$ cat src/source/ray_box_pkg.sv
package ray_box_pkg;

	//////////////////////////////////////////////////
	// number format
	//////////////////////////////////////////////////

	localparam int FIX_W     = 16; // word width
	localparam int FRAC_BITS = 8;  // Q8.8

	typedef logic signed [FIX_W-1:0] fix_t;

	localparam fix_t T_NEG_LIMIT = fix_t'({1'b1, {(FIX_W-1){1'b0}}}); // -128.0
	localparam fix_t T_POS_LIMIT = fix_t'({1'b0, {(FIX_W-1){1'b1}}}); // just under +128.0

	//////////////////////////////////////////////////
	// pipeline depths
	//////////////////////////////////////////////////

	localparam int SLAB_LAT   = 3; // slab_bank
	localparam int REDUCE_LAT = 2; // span_reduce
	localparam int HIT_LAT    = 1; // hit_resolve
	localparam int RAY_LAT    = SLAB_LAT + REDUCE_LAT + HIT_LAT;

	//////////////////////////////////////////////////
	// data types
	//////////////////////////////////////////////////

	typedef struct packed {
		fix_t x;
		fix_t y;
		fix_t z;
	} vec3_t;

	typedef struct packed {
		vec3_t      origin;
		vec3_t      inv_dir;  // reciprocal direction
		logic [2:0] parallel; // bit 0 is x
	} ray_t;

	typedef struct packed {
		vec3_t lo; // lower corner
		vec3_t hi; // upper corner
	} box_t;

	typedef struct packed {
		fix_t tmin;
		fix_t tmax;
		logic outside; // parallel and origin off the slab
	} axis_span_t;

	typedef struct packed {
		logic hit;
		fix_t tnear;
		fix_t tfar;
	} ray_result_t;

endpackage
$ cat src/source/span_reduce.sv
module span_reduce import ray_box_pkg::*; (
	input  logic             clk,
	input  logic             rst,
	input  logic             span_valid,
	input  axis_span_t [2:0] spans,
	output logic             red_valid,
	output axis_span_t       red_span
);

	// largest entry, smallest exit, either outside
	function automatic axis_span_t merge(input axis_span_t a, input axis_span_t b);
		axis_span_t m;
		m.tmin    = (a.tmin > b.tmin) ? a.tmin : b.tmin;
		m.tmax    = (a.tmax < b.tmax) ? a.tmax : b.tmax;
		m.outside = a.outside | b.outside;
		return m;
	endfunction

	//////////////////////////////////////////////////
	// stage 1: x against y, z carried
	//////////////////////////////////////////////////

	axis_span_t xy_q, z_q;

	always_ff @(posedge clk) begin
		xy_q <= merge(spans[0], spans[1]);
		z_q  <= spans[2];
	end

	//////////////////////////////////////////////////
	// stage 2: tnear and tfar
	//////////////////////////////////////////////////

	always_ff @(posedge clk) begin
		red_span <= merge(xy_q, z_q); // tmin is tnear, tmax is tfar
	end

	logic [REDUCE_LAT-1:0] vld_q;

	always_ff @(posedge clk or posedge rst) begin
		if (rst)
			vld_q <= '0;
		else
			vld_q <= {vld_q[REDUCE_LAT-2:0], span_valid};
	end

	assign red_valid = vld_q[REDUCE_LAT-1];

endmodule

$ cat config.mk
export PLATFORM = sky130hd
export DESIGN_NAME = span_reduce
export DESIGN_NICKNAME = d
export VERILOG_FILES = /design/src/source/ray_box_pkg.sv /design/src/source/span_reduce.sv
export SDC_FILE = /design/constraint.sdc
export NUM_CORES = 1
export LEC_CHECK = 0
export BUFFER_PORTS_ARGS = -buffer_cell sky130_fd_sc_hd__buf_2
export CAP_MARGIN = 20
export CORE_MARGIN = 2
export CORE_UTILIZATION = 46
export CTS_BUF_LIST = sky130_fd_sc_hd__clkbuf_16
export DETAILED_ROUTE_END_ITERATION = 8
export PLACE_DENSITY = 0.77
export SLEW_MARGIN = 20
export SYNTH_ARGS = -nofsm -noshare
export SYNTH_HDL_FRONTEND = slang
export SYNTH_SLANG_ARGS = --single-unit
export TNS_END_PERCENT = 30
$ cat constraint.sdc
create_clock -name clk -period 2.1 [get_ports clk]
set_input_delay 0.21 -clock clk [delete_from_list [all_inputs] [get_ports clk]]
set_output_delay 0.21 -clock clk [all_outputs]
set_load 0.01 [all_outputs]
==> flow_metrics.env, run 1 <==
export IMPL_initial_core_util_pct=46.7
export IMPL_crit_path_max_fanout=7
export IMPL_path_clk_slew_ns=0.07
export IMPL_synthMuxAreaShare_pct=16.9
export IMPL_p_sw_uw=1590
export IMPL_dp_hpwl_mm=7.44
export IMPL_totalWireLength_mm=11.4
export IMPL_power_frac_comb_pct=29.0
export IMPL_ant_nets=0
export IMPL_cts_sinks=101
export IMPL_die_area_sq_um=10500
export IMPL_min_from="spans[0]"
export IMPL_sw_frac_of_total_pct=27.5
export IMPL_ys_seq_area_share_pct=45.4
export IMPL_rsz0062_at_grt="true"
export IMPL_min_to="xy_q[0]"
export IMPL_postSynthAreaPerCell_sq_um=11.2
export IMPL_synth_cell_area_sq_um=4480
export IMPL_pre_cts_slack_ns=-0.458
export IMPL_synth_area_leader_cell="dfxtp_1"
export IMPL_start_kind="register"
export IMPL_cp_top_family="compound AO/OA/AOI/OAI gates"
export IMPL_ios=136
export IMPL_grt_max_degree=17
export IMPL_synth_area_leaders="dfxtp_1 (44%), ha_1 (17%), mux2_2 (14%), inv_1 (5.5%), mux2_4 (3.4%)"
export IMPL_hp_class="input port to register"
export IMPL_violations="negative setup slack"
export IMPL_power_frac_seq_pct=40.7
export IMPL_min_period_over_period_pct=112
export IMPL_first_pass_iters=4
export IMPL_yosysWarnings=0
export IMPL_viasPerCell=5.00
export IMPL_fill_cells=678
export IMPL_drive_gt1_share_pct=49.0
export IMPL_slew_headroom_pct=65.0
export IMPL_status="complete, but fails checks"
export IMPL_synth_fa_ha_area_share_pct=17.3
export IMPL_numPortBuffers=135
export IMPL_grt_pass1_wl_mm=16.9
export IMPL_r2r_start="z_q[24]"
export IMPL_htreeDepth=3
export IMPL_critical_path_required_ns=2.33
export IMPL_power_density_nw_per_um2=890
export IMPL_diodes=0
export IMPL_synth_xor_xnor_area_share_pct=0.363
export IMPL_crit_buf_inv=2
export IMPL_synth_top_area_share_pct=44.3
export IMPL_hold_viol=0
export IMPL_drtIter0Drc=99
export IMPL_rr_worst_depth=9
export IMPL_critPathSlowestCell="or3_4"
export IMPL_crit_path_cell_trace="inv_1, ha_1, o21ai_1, o211ai_1, a21oi_2, or3_4, o211ai_4, buf_6, mux2_4"
export IMPL_wl_per_cell_um=15.4
export IMPL_antenna_found_initial=0
export IMPL_max_vdd_ir_drop_uv=455
export IMPL_final_common_cell="buf_2"
export IMPL_insertion_delay_ns=0.35
export IMPL_tightest_slew_ns=0.523
export IMPL_min_path_cells=2
export IMPL_clockPowerShare_pct=30.3
export IMPL_maxCapViolations=0
export IMPL_grt_total_usage_pct=20.9
export IMPL_path_class="register to register"
export IMPL_tritoncts="yes"
export IMPL_yosys_register_bits=101
export IMPL_max_stage_delay_ns=0.40
export IMPL_finalSetupViolations=32
export IMPL_rr_endpoint="red_span[27]"
export IMPL_fin_cells=741
export IMPL_cts_made_buffers=9
export IMPL_timing_final_ws_setup_ns=-0.262
export IMPL_syn_to_final_growth_pct=45.3
export IMPL_gp_congestion=0.853
export IMPL_grt_pass1_vias=3758
export IMPL_arrival_ns=2.59
export IMPL_syn_inst=400
export IMPL_max_freq_ghz=0.423
export IMPL_layout_common_cells="buf_2 (135), dfxtp_1 (80), inv_1 (60)"
export IMPL_vias=3703
export IMPL_cts_max_path_buffers=2
export IMPL_placedCellCount=685
export IMPL_root_buffer="clkbuf_16"
export IMPL_globalRoute_totalOverflow=0
export IMPL_intPower_uw=4200
export IMPL_r2r_slack_ns=-0.26
export IMPL_fin_worst_skew_ns=0.00909
export IMPL_drc=0
export IMPL_synth_cell_types=36
export IMPL_synthSimpleGateAreaFrac_pct=6.26
export IMPL_synth_top_family_by_area="adder cells"
export IMPL_rows=36
export IMPL_syn_num_nets=564
export IMPL_die_x_um=103
export IMPL_crit_path_end_kind="register"
export IMPL_core_sq_um=9590
export IMPL_finalMaxSlewViolations=0
export IMPL_leakage_uw=0.00323
export IMPL_final_nets=768
export IMPL_synth_compound_gate_area_share_pct=7.35
export IMPL_die_y_um=103
export IMPL_final_min_clock_period_ns=2.36
-- final cells by class --
class                           count  area (sq um)  area share, %
Sequential cell                   101          2060           31.6
Multi-Input combinational cell    229          2470           38.0
Inverter                           66           248           3.81
Timing Repair Buffer              197          1250           19.2
Clock buffer                        9           225           3.46
Clock inverter                      6          87.6           1.35
Tap cell                          133           166           2.56
-- state kept, by name, summed over array words and instances, names as in the netlist --
signal and cells:
z_q 33, vld_q 2, xy_q 33, red_span 33
-- logic make-up after synthesis --
kind of cell    count (synthesis)
compound gates                 51
fa+ha+maj                      62
buf+inv                        70
simple gates                   51
mux                            64
xor+xnor                        1
flops                         101
-- Yosys cell counts, drive strengths merged --
cell type	number
nand2	10
nand3b	2
and3	1
nor2	10
dfrtp	2
nand2b	5
inv	66
a21oi	17
o211ai	6
a21boi	1
dfxtp	99
mux2	64
xor2	1
a221oi	1
nand3	3
nand4	10
a211o	1
a31oi	4
a21o	2
ha	62
a211oi	3
o21ai	13
buf	4
a311oi	2
nor4	3
a2111o	1
or2	2
nor2b	1
and4	2
or3	2
-- worst max-delay path by stage --
| stage | from | cells after the start | end |
|---|---|---|---|
| after floorplan | z_q[2] | 8 | red_span[10] |
| after global placement | spans[14] | 7 | xy_q[6] |
| after detailed placement | spans[14] | 7 | xy_q[2] |
| after CTS | z_q[2] | 8 | red_span[15] |
| after global routing | z_q[24] | 9 | red_span[25] |
| final | z_q[24] | 9 | red_span[27] |
-- per-layer routing --
metal	vias to the layer above	track usage (%)	share of wire (%)
li1	1791	-	-
met1	1747	22.4	40
met5	-	0	0
met2	140	38.4	52
met4	0	10.7	2.6
met3	25	4.34	5.2
-- power groups by stage --
stage                     clock network (uW)  registers [uW]  logic (uW)
after CTS                               1770            2340        1580
after floorplan                            0            2430         816
after global placement                     0            2360        1350
after global routing                    1850            2380        1820
after detailed placement                   0            2360        1400
final                                   1760            2360        1680
-- per-stage QoR --
step / setup TNS [ns] / total power, uW / area (sq um) / utilization (%) / hold slack (ns)
after floorplan: -2.47 / 3250 / 4540 / - / -0.0488
after global placement: -11.31 / 3710 / 5500 / 57.3 / 0.0561
after detailed placement: -15.64 / 3760 / 5500 / 57.3 / 0.0618
after CTS: -2.51 / 5680 / 6370 / 66.4 / 0.0362
after global routing: -8.94 / 6050 / 6510 / 67.8 / 0.0484
final: -5.80 / 5790 / 6510 / 67.8 / 0.0459
-- timing repair --
item | CTS | global route
pin swaps | 7 | 12
gates resized for setup | 44 | 25
hold buffers | 35 | 0
buffers inserted | 3 | 3
endpoints found under the setup margin | 47 | 59
endpoints found under the hold margin | 36 | 0
(Power assumes the default switching activity.)
==> run 2: changes to the inputs <==
- CORE_UTILIZATION: 46 -> 55
- PLACE_DENSITY: 0.77 -> 0.86
- TNS_END_PERCENT: 30 -> unset
- clock period: 2.1 -> 3.01 ns (I/O delays scaled with it)
==> run 2 against run 1 <==
  * The run now ends clean
  * Sequential share of layout area rose by 4.9 points
  * Worst setup slack gained 0.65 ns
  * Utilization is 3.5 points higher
  * Register-to-register slack gained 0.65 ns
  * Cell area is 14% lower
  * Clock-buffer cell count stayed put
  * Non-clock buffer count decreased by 59
  * Cell count shrank 12%
  * First-iteration DRC count shrank 53%
  * Via count is 9.2% lower
  * Critical path type unchanged
  * Highest routed layer unchanged
==> flow_metrics.env, run 2 (synthesized netlist as in run 1, its figures left out) <==
export IMPL_critPathSlowestCell="o211ai_4"
export IMPL_wl_per_cell_um=13.9
export IMPL_r2r_start="z_q[22]"
export IMPL_clockPowerShare_pct=30.5
export IMPL_cts_sinks=101
export IMPL_tritoncts="yes"
export IMPL_max_vdd_ir_drop_uv=377
export IMPL_globalRoute_totalOverflow=0
export IMPL_syn_to_final_growth_pct=24.3
export IMPL_post_cts_buffers=0
export IMPL_crit_path_end_kind="register"
export IMPL_crit_buf_inv=1
export IMPL_maxCapViolations=0
export IMPL_hold_viol=0
export IMPL_arrival_ns=2.83
export IMPL_fill_cells=564
export IMPL_finalSetupViolations=0
export IMPL_rsz0062_at_grt="false"
export IMPL_hp_class="input port to register"
export IMPL_ios=136
export IMPL_fin_worst_skew_ns=0.00874
export IMPL_status="completed"
export IMPL_power_density_nw_per_um2=651
export IMPL_power_frac_seq_pct=44.6
export IMPL_drc=0
export IMPL_max_stage_delay_ns=0.52
export IMPL_grt_total_usage_pct=21.0
export IMPL_finish_utilization_pct=71.3
export IMPL_path_clk_slew_ns=0.07
export IMPL_cp_top_family="compound AO/OA/AOI/OAI gates"
export IMPL_htreeDepth=3
export IMPL_ant_nets=0
export IMPL_cts_max_path_buffers=2
export IMPL_drtIter0Drc=47
export IMPL_viasPerCell=5.16
export IMPL_power_frac_comb_pct=24.9
export IMPL_grt_pass1_wl_mm=14.7
export IMPL_rr_endpoint="red_span[24]"
export IMPL_fin_area_sq_um=5570
export IMPL_dp_hpwl_mm=7.27
export IMPL_min_from="spans[84]"
export IMPL_drive_gt1_share_pct=40.7
export IMPL_crit_path_cell_trace="inv_1, ha_1, a211oi_1, o21ai_0, nor4_1, nor2_1, o211ai_4, mux2_2"
export IMPL_path_class="register to register"
export IMPL_cts_made_buffers=9
export IMPL_final_min_clock_period_ns=2.62
export IMPL_tightest_slew_ns=0.853
export IMPL_diodes=0
export IMPL_antenna_found_initial=0
export IMPL_critical_path_required_ns=3.23
export IMPL_place_area_sq_um=5260
export IMPL_p_sw_uw=967
export IMPL_final_nets=709
export IMPL_max_freq_ghz=0.382
export IMPL_die_y_um=94.2
export IMPL_totalWireLength_mm=9.07
export IMPL_min_period_over_period_pct=87.0
export IMPL_first_pass_iters=5
export IMPL_grt_pass1_vias=3490
export IMPL_reg_largest_list="red_span: 33 flops, xy_q: 33 flops, z_q: 33 flops"
export IMPL_layout_common_cells="buf_2 (135), dfxtp_1 (99), inv_1 (67)"
export IMPL_gp_congestion=0.842
export IMPL_final_common_cell="buf_2"
export IMPL_insertion_delay_ns=0.33
export IMPL_finalMaxSlewViolations=0
export IMPL_cp_depth=8
export IMPL_leakage_uw=0.00287
export IMPL_die_x_um=94.2
export IMPL_initial_core_util_pct=57.4
export IMPL_start_kind="register"
export IMPL_die_area_sq_um=8880
export IMPL_core_sq_um=7810
export IMPL_vias=3363
export IMPL_numPortBuffers=135
export IMPL_cp_endpoint="red_span[24]"
export IMPL_r2r_slack_ns=0.39
export IMPL_root_buffer="clkbuf_16"
export IMPL_fin_total_pwr_uw=3630
export IMPL_sw_frac_of_total_pct=26.7
export IMPL_grt_max_degree=17
export IMPL_crit_path_max_fanout=16
export IMPL_slew_headroom_pct=43.2
export IMPL_rr_worst_depth=8
export IMPL_startpoint="z_q[22]"
export IMPL_intPower_uw=2660
export IMPL_rows=32
export IMPL_finalSetupTns_ns=0
-- run 2: power by group through the flow --
stage               Sequential [uW]  Combinational (uW)  Clock [uW]
floorplan                      1700                 539           0
global placement               1640                 859           0
detailed placement             1640                 894           0
CTS                            1620                 907        1130
global route                   1640                 994        1190
finish                         1620                 902        1110
-- run 2: worst min-delay path by stage --
stage	to	slack [ns]	cells past startpoint
after global routing	z_q[12]	0.05	1
after CTS	z_q[18]	0.06	1
after floorplan	vld_q[0]	0.04	1
after global placement	vld_q[1]	0.15	2
final	z_q[18]	0.07	1
after detailed placement	vld_q[0]	0.16	2
-- run 2: cell type report --
type	instances	area (sq um)	area share, %
Timing Repair Buffer	138	701	12.6
Clock inverter	7	66.3	1.19
Clock buffer	9	225	4.04
Multi-Input combinational cell	229	2170	38.9
Tap cell	102	128	2.29
Sequential cell	101	2030	36.5
Inverter	66	248	4.45
-- run 2: routing by layer --
metal / up-vias / global-route usage (%) / part of all wire, %
met2: 115 / 40.2 / 52
met5: - / 0 / 0
met1: 1559 / 22.3 / 40
met4: 0 / 7.97 / 1.8
li1: 1671 / - / -
met3: 18 / 4.25 / 6.1
-- run 2: repair_timing --
item	CTS	global route
endpoints found under the hold margin	2	0
gates resized for setup	0	1
endpoints found under the setup margin	0	16
hold buffers	1	0
-- run 2: stage by stage --
stage	instances	hold WS, ns	setup WS [ns]
2_1_floorplan	400	0.0422	0.730
6_report	652	0.0667	0.392
5_1_grt	652	0.0529	0.136
3_3_place_gp	635	0.150	0.410
4_1_cts	652	0.0565	0.215
3_5_place_dp	635	0.157	0.290
