<file path="config.mk">
export PLATFORM = sky130hd
export DESIGN_NAME = hit_resolve
export DESIGN_NICKNAME = d
export VERILOG_FILES = /design/src/source/ray_box_pkg.sv /design/src/source/hit_resolve.sv
export SDC_FILE = /design/constraint.sdc
export NUM_CORES = 1
export LEC_CHECK = 0
export BUFFER_PORTS_ARGS = -buffer_cell sky130_fd_sc_hd__buf_4
export CORE_AREA = 2 2 57 59
export DETAILED_ROUTE_END_ITERATION = 12
export DIE_AREA = 0 0 59 61
export PLACE_DENSITY = 0.8
export SYNTH_ARGS = -nofsm -noshare
export SYNTH_HDL_FRONTEND = slang
export SYNTH_SLANG_ARGS = --single-unit
</file>
<file path="constraint.sdc">
create_clock -name clk -period 0.8 [get_ports clk]
set_input_delay 0 -clock clk [delete_from_list [all_inputs] [get_ports clk]]
set_output_delay 0 -clock clk [all_outputs]
set_load 0.1 [all_outputs]
</file>
<file path="src/source/ray_box_pkg.sv">
package ray_box_pkg;

	//////////////////////////////////////////////////
	// number format
	//////////////////////////////////////////////////

	localparam int FIX_W     = 16; // word width
	localparam int FRAC_BITS = 8;  // Q8.8

	typedef logic signed [FIX_W-1:0] fix_t;

	localparam fix_t T_NEG_LIMIT = fix_t'({1'b1, {(FIX_W-1){1'b0}}}); // -128.0
	localparam fix_t T_POS_LIMIT = fix_t'({1'b0, {(FIX_W-1){1'b1}}}); // just under +128.0

	//////////////////////////////////////////////////
	// pipeline depths
	//////////////////////////////////////////////////

	localparam int SLAB_LAT   = 3; // slab_bank
	localparam int REDUCE_LAT = 2; // span_reduce
	localparam int HIT_LAT    = 1; // hit_resolve
	localparam int RAY_LAT    = SLAB_LAT + REDUCE_LAT + HIT_LAT;

	//////////////////////////////////////////////////
	// data types
	//////////////////////////////////////////////////

	typedef struct packed {
		fix_t x;
		fix_t y;
		fix_t z;
	} vec3_t;

	typedef struct packed {
		vec3_t      origin;
		vec3_t      inv_dir;  // reciprocal direction
		logic [2:0] parallel; // bit 0 is x
	} ray_t;

	typedef struct packed {
		vec3_t lo; // lower corner
		vec3_t hi; // upper corner
	} box_t;

	typedef struct packed {
		fix_t tmin;
		fix_t tmax;
		logic outside; // parallel and origin off the slab
	} axis_span_t;

	typedef struct packed {
		logic hit;
		fix_t tnear;
		fix_t tfar;
	} ray_result_t;

endpackage
</file>
<file path="src/source/hit_resolve.sv">
module hit_resolve import ray_box_pkg::*; (
	input  logic        clk,
	input  logic        rst,
	input  logic        red_valid,
	input  axis_span_t  red_span,
	output logic        result_valid,
	output ray_result_t result
);

	logic hit_c;

	// box in front of the origin and interval not empty
	assign hit_c = !red_span.outside
		&& (red_span.tmax >= red_span.tmin)
		&& (red_span.tmax > 0);

	always_ff @(posedge clk) begin
		result.hit   <= hit_c;
		result.tnear <= red_span.tmin;
		result.tfar  <= red_span.tmax;
	end

	always_ff @(posedge clk or posedge rst) begin
		if (rst)
			result_valid <= 1'b0;
		else
			result_valid <= red_valid;
	end

endmodule

</file>
==> metrics.txt, run 1 <==
status=stopped before the end; Last stage=clock tree synthesis (4_1_cts); Log Error=[ERROR DPL-0033] detailed placement checks failed during check placement.; Inst Count DP=216; post-cts sizing count=111; Initial Util=39.1%; sequential element share of the synthesized area=59.4%; total CTS buffers=5; mux cell area share after synthesis=less than 1%; Max Root-Sink Buffers=2; root buf cell=clkbuf_4; post-DP HPWL=2640 um; adder-cell share of the synthesized area=17.3%; post-CTS setup buffer count=2; hold buffer count at cts=34; post-synthesis cell count=99; Yosys top cell area share=a little under three fifths; Synth Area per Inst=11.7 sq um; I/O Buffers=about 70; TritonCTS Sinks=34; post-synth top area cell=dfxtp_1; synth unique cells=20; gpl congestion=0.750; Std-Cell Rows=20; post-synthesis simple-gate area fraction=between 8 and 9%; largest family of logic cells by synthesized area=adder cells; mapped cell area=1150 sq um; Synth Area in Compound Gates=under 10%; H-tree lvl count=2; placed inst area=around 2000 sq um; Seq cells post-synth=34; pre-CTS setup slack=-0.776 ns; largest cells by area after synthesis=dfxtp_1 (57%), ha_1 (17%), inv_1 (5.9%), a21oi_1 (3.5%), dfrtp_1 (2.2%); Die H=around 61 um; post-synthesis xor/xnor area fraction=0%; # IOs=70; Yosys Warn Count=0; Post-Syn Nets=between 150 and 200; chip width=between 50 and 60 um
-- per-stage QoR --
step           hold slack, ns  TNS [ns]
3_3_place_gp           -0.156    -0.717
2_1_floorplan          -0.271    -0.647
3_5_place_dp           -0.153    -0.776
-- synthesized netlist by cell type (all sizes together) --
master,number
dfxtp,33
nand4,3
mux2i,1
nor4,3
o211ai,2
nand2,6
or3,1
dfrtp,1
or4,2
a21o,1
a311oi,1
o221ai,1
a21oi,8
ha,16
nor2,1
o21ba,1
inv,18
-- kinds of logic after synthesis --
kind of cell	after synthesis
buf+inv	18
simple gates	16
fa+ha+maj	16
flops	34
compound gates	14
mux	1
==> run 2: changes to the inputs <==
--- a/config.mk
+++ b/config.mk
@@ -6,10 +6,10 @@
 export NUM_CORES = 1
 export LEC_CHECK = 0
 export BUFFER_PORTS_ARGS = -buffer_cell sky130_fd_sc_hd__buf_4
-export CORE_AREA = 2 2 57 59
+export CORE_AREA = 2 2 71 73
 export DETAILED_ROUTE_END_ITERATION = 12
-export DIE_AREA = 0 0 59 61
-export PLACE_DENSITY = 0.8
+export DIE_AREA = 0 0 73 75
+export PLACE_DENSITY_LB_ADDON = 0.15
 export SYNTH_ARGS = -nofsm -noshare
 export SYNTH_HDL_FRONTEND = slang
 export SYNTH_SLANG_ARGS = --single-unit
==> metrics.txt, run 2 <==
delay-heaviest family, CP=simple AND/OR/NAND/NOR gates; Psw=1660 uW; mapped cell area=1150 sq um (unchanged); Tot Pwr=approximately 5600 uW; # DRC=0; max-cap violation count=0; iteration count of the initial detailed-routing pass=4; cell with the most instances after synthesis=dfxtp_1 (unchanged); area grow syn2layout=160%; Slew headroom=77.7%; Final setup viols=17; I/O Buffers=69 (unchanged); leakage power=about 0.0014 uW; max-slew violation count=0; leading cell type in the layout, fill and taps excluded=buf_4; commonest cells in the synthesized netlist=dfxtp_1 (33), inv_1 (18), ha_1 (16), a21oi_1 (8), nand2_1 (6) (unchanged); top_reg_cell synth=dfxtp_1 (unchanged); Crit path arrival time=1.43 ns; fin crit share=152%; max FFs per register=33; vias per inst=4.19; critical path capture point type=flop; Non-Filler Instances=282; Slowest cell on crit path=or4_4; Startpoint Class=primary input; # diodes=0; Max Root-Sink Buffers=2 (unchanged); RSZ-0062 raised after global routing=yes; crit-path cells=buf_8 > ha_4 > nand4_1 > or4_4 > o211ai_1 > nand2_1 > mux2i_1; status=finished with violations (was stopped before the end); Die H=75 um (was 61 um); final critical-path required period=approximately 1.2 ns; most frequent cells in the layout=buf_4 (45), dlygate4sd3_1 (34), buf_12 (34), dfxtp_2 (32), inv_1 (11); CTS tree=yes; Core Box Area=about 4700 sq um; Clock Power Share=35.3%; EDFF count, synth=0 (unchanged); chip width=73 um (was 59 um); Inst Count DP=238 (was 216); post-DP HPWL=2510 um (was 2640 um); TritonCTS Sinks=34 (unchanged); total congestion overflow=0; DRT antenna net count=0; Final Hold Viols=0; crit path kind=in2reg; biggest regs=result (33), result_valid (1); root buf cell=clkbuf_8 (was clkbuf_4); Initial Util=24.8% (was 39.1%); initial antenna violation count=0; first-pass GRT wire length=5510 um; slowest stage delay, CP=0.54 ns; layout cells sized above 1=65.4%; Vias=1181; Comb pwr share=between 30% and 40%; pwr dens=1850 nW/um^2; nets=279; Clock transition at path regs=0.07 ns; post-synthesis cell count=99 (unchanged); H-tree lvl count=2 (unchanged); worst path bufs/invs=1; post-synth top area cell=dfxtp_1 (unchanged); Yosys top cell area share=57.2% (unchanged); failing checks=setup timing; VDD IR-drop max=roughly 1400 uV; required time of the critical path=roughly 1 ns; HP Class=in2reg; Sequential Power Share=33.8%; Std-Cell Rows=25 (was 20); starting DRC count in detailed routing=21; share of flip-flops with an asynchronous set or reset=2.94% (unchanged); Max Fclk=825 MHz; routed wire length=3390 um; actual transition at the worst max-transition pin=roughly 0.33 ns; total CTS buffers=5 (unchanged); vias in the first global route=roughly 1200; fin worst setup slack=-0.412 ns; largest cells by area after synthesis=dfxtp_1 (57%), ha_1 (17%), inv_1 (5.9%), a21oi_1 (3.5%), dfrtp_1 (2.2%) (unchanged); # IOs=70 (unchanged); Yosys Warn Count=0 (unchanged); Biggest register=result; GR Util All Layers=between 10% and 20%; Synth Area per Inst=11.7 sq um (unchanged); gpl congestion=0.727 (was 0.750); pin count of the biggest net entering global routing=12; synth unique cells=20 (unchanged); Worst Path Max Fanout=2; die area=5480 sq um; internal power=3910 uW; sequential element share of the synthesized area=59.4% (unchanged); Filler cells=361; Post-Syn Nets=151 (unchanged); DR WL/cell=12.0 um; Switching Share=29.8%; Seq cells post-synth=34 (unchanged)
==> run 2: metal layers <==
metal	up-vias	part of all wire [%]	track usage, %
li1	591	-	-
met3	7	6.9	5.35
met5	-	0	0
met2	50	50	23.2
met4	0	2.3	7.41
met1	533	41	14.9
==> run 2: repair_timing <==
item	4_1_cts	5_1_grt
hold buffers	33	1
hold endpoints to repair	35	1
setup buffers	2	0
gates resized for setup	113	4
pin swaps	7	5
endpoints found under the setup margin	35	35
==> run 2: path summary, 6_finish.rpt <==
path / startpoint / cells past startpoint / to
setup / recovery: red_span[7] / 7 / result[32]$_DFF_P_
hold / removal: red_span[0] / 4 / result[32]$_DFF_P_
max in group asynchronous: rst / 3 / result_valid$_DFF_PP0_
min in group asynchronous: rst / 3 / result_valid$_DFF_PP0_
==> run 2: worst min-delay path, cell delays in order <==
cell and delay [ns]:
buf_4 0.08, a311oi_1 0.05, nand2_1 0.06, mux2i_1 0.06
==> run 2: through the flow <==
stage	area [sq um]	TNS [ns]	worst slack, ns	utilization [%]	hold slack (ns)
after global placement	2020	-0.733	-0.733	43.3	-0.156
after detailed placement	2020	-0.756	-0.756	43.3	-0.152
final	3000	-0.544	-0.412	64.4	0.00996
after CTS	2980	-0.851	-0.375	63.9	-0.164
after global routing	3000	-1.61	-0.440	64.4	0.0157
after floorplan	1310	-0.647	-0.538	-	-0.271
==> run 2: power groups by stage <==
stage                     Clock, uW  Combinational (uW)  Sequential, uW
after floorplan                   0                 215            2550
after global placement            0                1320            1860
after detailed placement          0                1330            1860
after CTS                      2010                1720            1880
after global routing           2090                1810            1890
final                          1960                1720            1880
==> run 2: cell families after synthesis <==
kind of cell | count (synthesis) | share of synthesized area [%]
muxes | 1 | 0.867
and+or+nand+nor | 16 | 8.34
adders and majority gates | 16 | 17.3
AOI/OAI and AO/OA | 14 | 8.23
DFF | 34 | 59.4
buffers and inverters | 18 | 5.85
==> run 2: area by class of cell <==
type / count / area, sq um / share of cell area [%]
well taps: 54 / 67.6 / 2.25
clock inverters: 2 / 60.1 / 2.00
inverters: 18 / 87.6 / 2.92
flip-flops and latches: 34 / 727 / 24.2
repair buffers: 121 / 1460 / 48.7
multi-input cells: 47 / 514 / 17.1
clock buffers: 6 / 82.6 / 2.75
Note: power is estimated with default switching activity, not from simulation.
==> run 3: changes to the inputs <==
--- a/config.mk
+++ b/config.mk
@@ -5,10 +5,10 @@
 export SDC_FILE = /design/constraint.sdc
 export NUM_CORES = 1
 export LEC_CHECK = 0
-export BUFFER_PORTS_ARGS = -buffer_cell sky130_fd_sc_hd__buf_4
 export CORE_AREA = 2 2 71 73
 export DETAILED_ROUTE_END_ITERATION = 12
 export DIE_AREA = 0 0 73 75
+export DONT_BUFFER_PORTS = 1
 export PLACE_DENSITY_LB_ADDON = 0.15
 export SYNTH_ARGS = -nofsm -noshare
 export SYNTH_HDL_FRONTEND = slang
==> metrics.txt, run 3 (synthesis results as in run 2) <==
status=finished with violations (unchanged); failing checks=hold timing, setup timing (was setup timing); Non-Filler Instances=235 (was 282); Sequential Power Share=40.4% (was 33.8%); critical path capture point type=flop (unchanged); RSZ-0062 raised after global routing=yes (unchanged); Crit path arrival time=1.30 ns (was 1.43 ns); vias in the first global route=1087 (was 1248); DRT antenna net count=0 (unchanged); die area=5480 sq um (unchanged); root buf cell=clkbuf_8 (unchanged); vias per inst=4.31 (was 4.19); max-slew violation count=0 (unchanged); CTS tree=yes (unchanged); # DRC=0 (unchanged); H-tree lvl count=2 (unchanged); Psw=1540 uW (was 1660 uW); Clock Power Share=27.9% (was 35.3%); initial antenna violation count=0 (unchanged); slowest stage delay, CP=0.54 ns (about the same); total CTS buffers=5 (unchanged); pwr dens=1830 nW/um^2 (was 1850 nW/um^2); crit-path cells=inv_12 > ha_4 > nand4_1 > or4_4 > o211ai_1 > nand2_1 > mux2i_1 (was buf_8 > ha_4 > nand4_1 > or4_4 > o211ai_1 > nand2_1 > mux2i_1); starting DRC count in detailed routing=42 (was 21); chip width=73 um (unchanged); leading cell type in the layout, fill and taps excluded=dlygate4sd3_1 (was buf_4); TritonCTS Sinks=34 (unchanged); Hold Slack=-0.0869 ns (was 0.00996 ns); delay-heaviest family, CP=simple AND/OR/NAND/NOR gates (unchanged); Inst Count DP=192 (was 238); leakage power=0.00110 uW (was 0.00137 uW); # diodes=0 (unchanged); nets=232 (was 279); GR Util All Layers=12.5% (was 13.7%); max-cap violation count=0 (unchanged); Slowest cell on crit path=or4_4 (unchanged); hold buffer count at cts=35 (was 33); Tot Pwr=4660 uW (was 5560 uW); max FFs per register=33 (unchanged); layout cells sized above 1=54.7% (was 65.4%); VDD IR-drop max=995 uV (was 1410 uV); Std-Cell Rows=25 (unchanged); # IOs=70 (unchanged); Switching Share=33.1% (was 29.8%); biggest regs=result (33), result_valid (1) (unchanged); HP Class=in2reg (unchanged); Max Fclk=918 MHz (was 825 MHz); worst path bufs/invs=1 (unchanged); final critical-path required period=1.09 ns (was 1.21 ns); fin crit share=136% (was 152%); I/O Buffers=0 (was 69); Core Box Area=4660 sq um (unchanged); post-DP HPWL=2480 um (was 2510 um); total congestion overflow=0 (unchanged); Die H=75 um (unchanged); Vias=1014 (was 1181); Biggest register=result (unchanged); worst hold stages=3 (was 4); actual transition at the worst max-transition pin=0.356 ns (was 0.332 ns); fin worst setup slack=-0.290 ns (was -0.412 ns); Startpoint Class=primary input (unchanged); Max Root-Sink Buffers=2 (unchanged); Slew headroom=76.0% (was 77.7%); required time of the critical path=1.01 ns (was 1.02 ns); area grow syn2layout=120% (was 160%); crit path kind=in2reg (unchanged); pin count of the biggest net entering global routing=11 (was 12); routed wire length=3240 um (was 3390 um); internal power=3120 uW (was 3910 uW); iteration count of the initial detailed-routing pass=4 (unchanged); first-pass GRT wire length=4890 um (was 5510 um); Worst Path Max Fanout=2 (unchanged); gpl congestion=0.702 (was 0.727); final core occ=54.6% (was 64.4%); Clock transition at path regs=0.07 ns (about the same); Comb pwr share=31.8% (was 30.9%); Final Hold Viols=1 (was 0); Final setup viols=8 (was 17); Initial Util=24.8% (unchanged); DR WL/cell=13.8 um (was 12.0 um); CP Depth=7 (unchanged); most frequent cells in the layout=dlygate4sd3_1 (35), buf_12 (34), dfxtp_2 (32), inv_1 (11), ha_1 (9) (was buf_4 (45), dlygate4sd3_1 (34), buf_12 (34), dfxtp_2 (32), inv_1 (11))
run 3: cell types whose count changed in the layout (fill, tap and decap cells not counted):
cell | previous run | this run
buf_4 | 45 | 5
buf_6 | 4 | 0
buf_8 | 4 | 0
bufinv_16 | 2 | 0
clkbuf_1 | 0 | 1
clkinv_2 | 0 | 1
dlygate4sd3_1 | 34 | 35
ha_1 | 8 | 9
ha_4 | 8 | 7
inv_2 | 3 | 4
inv_4 | 3 | 1
inv_6 | 0 | 1
run 3: metal layers:
metal / up-vias / wire, um / track usage, %
met2: 58 / 1590 / 20.7
met5: - / 0 / 0
met3: 5 / 360 / 6.83
met1: 455 / 1240 / 13.1
li1: 496 / - / -
met4: 0 / 48 / 5.97
run 3: power by group through the flow:
| stage | clock network (uW) | registers (uW) | logic, uW |
|---|---|---|---|
| after floorplan | 0 | 2550 | 215 |
| after global placement | 0 | 1920 | 1340 |
| after detailed placement | 0 | 1920 | 1350 |
| after CTS | 1350 | 1880 | 1490 |
| after global routing | 1410 | 1890 | 1550 |
| final | 1300 | 1880 | 1480 |
run 3: layout make-up:
| type | count | area [sq um] |
|---|---|---|
| clock buffers | 7 | 86.3 |
| clock inverters | 1 | 5.00 |
| multi-input cells | 47 | 502 |
| flip-flops and latches | 34 | 727 |
| well taps | 54 | 67.6 |
| inverters | 18 | 87.6 |
| repair buffers | 74 | 1070 |
| fillers | 403 | 2120 |
run 3: worst min-delay path, stage by stage:
cell and delay [ns]:
a311oi_1 0.03, nand2_1 0.05, mux2i_1 0.06
run 3: worst paths after layout:
path | startpoint | to | slack [ns]
worst max-delay path | red_span[24] | result[32]$_DFF_P_ | -0.29
worst min-delay path | red_span[0] | result[32]$_DFF_P_ | -0.09
min in group asynchronous | rst | result_valid$_DFF_PP0_ | 0.51
max in group asynchronous | rst | result_valid$_DFF_PP0_ | 0.18
run 3: what timing repair did:
item                                    in CTS  in global routing
endpoints found under the setup margin      34                 35
resized for setup                            2                  0
pin swaps                                    3                  0
buffers inserted                             0                  0
endpoints found under the hold margin       35                  1
run 3: metrics by stage:
step           worst slack [ns]  instance area [sq um]  hold WS, ns  TNS, ns
3_3_place_gp             -0.591                   2100       -0.268   -0.591
3_5_place_dp             -0.632                   2100       -0.267   -0.632
2_1_floorplan            -0.538                   1310       -0.271   -0.647
4_1_cts                  -0.302                   2540      -0.0910   -0.658
5_1_grt                  -0.357                   2540      -0.0795    -1.23
6_report                 -0.290                   2540      -0.0869   -0.417
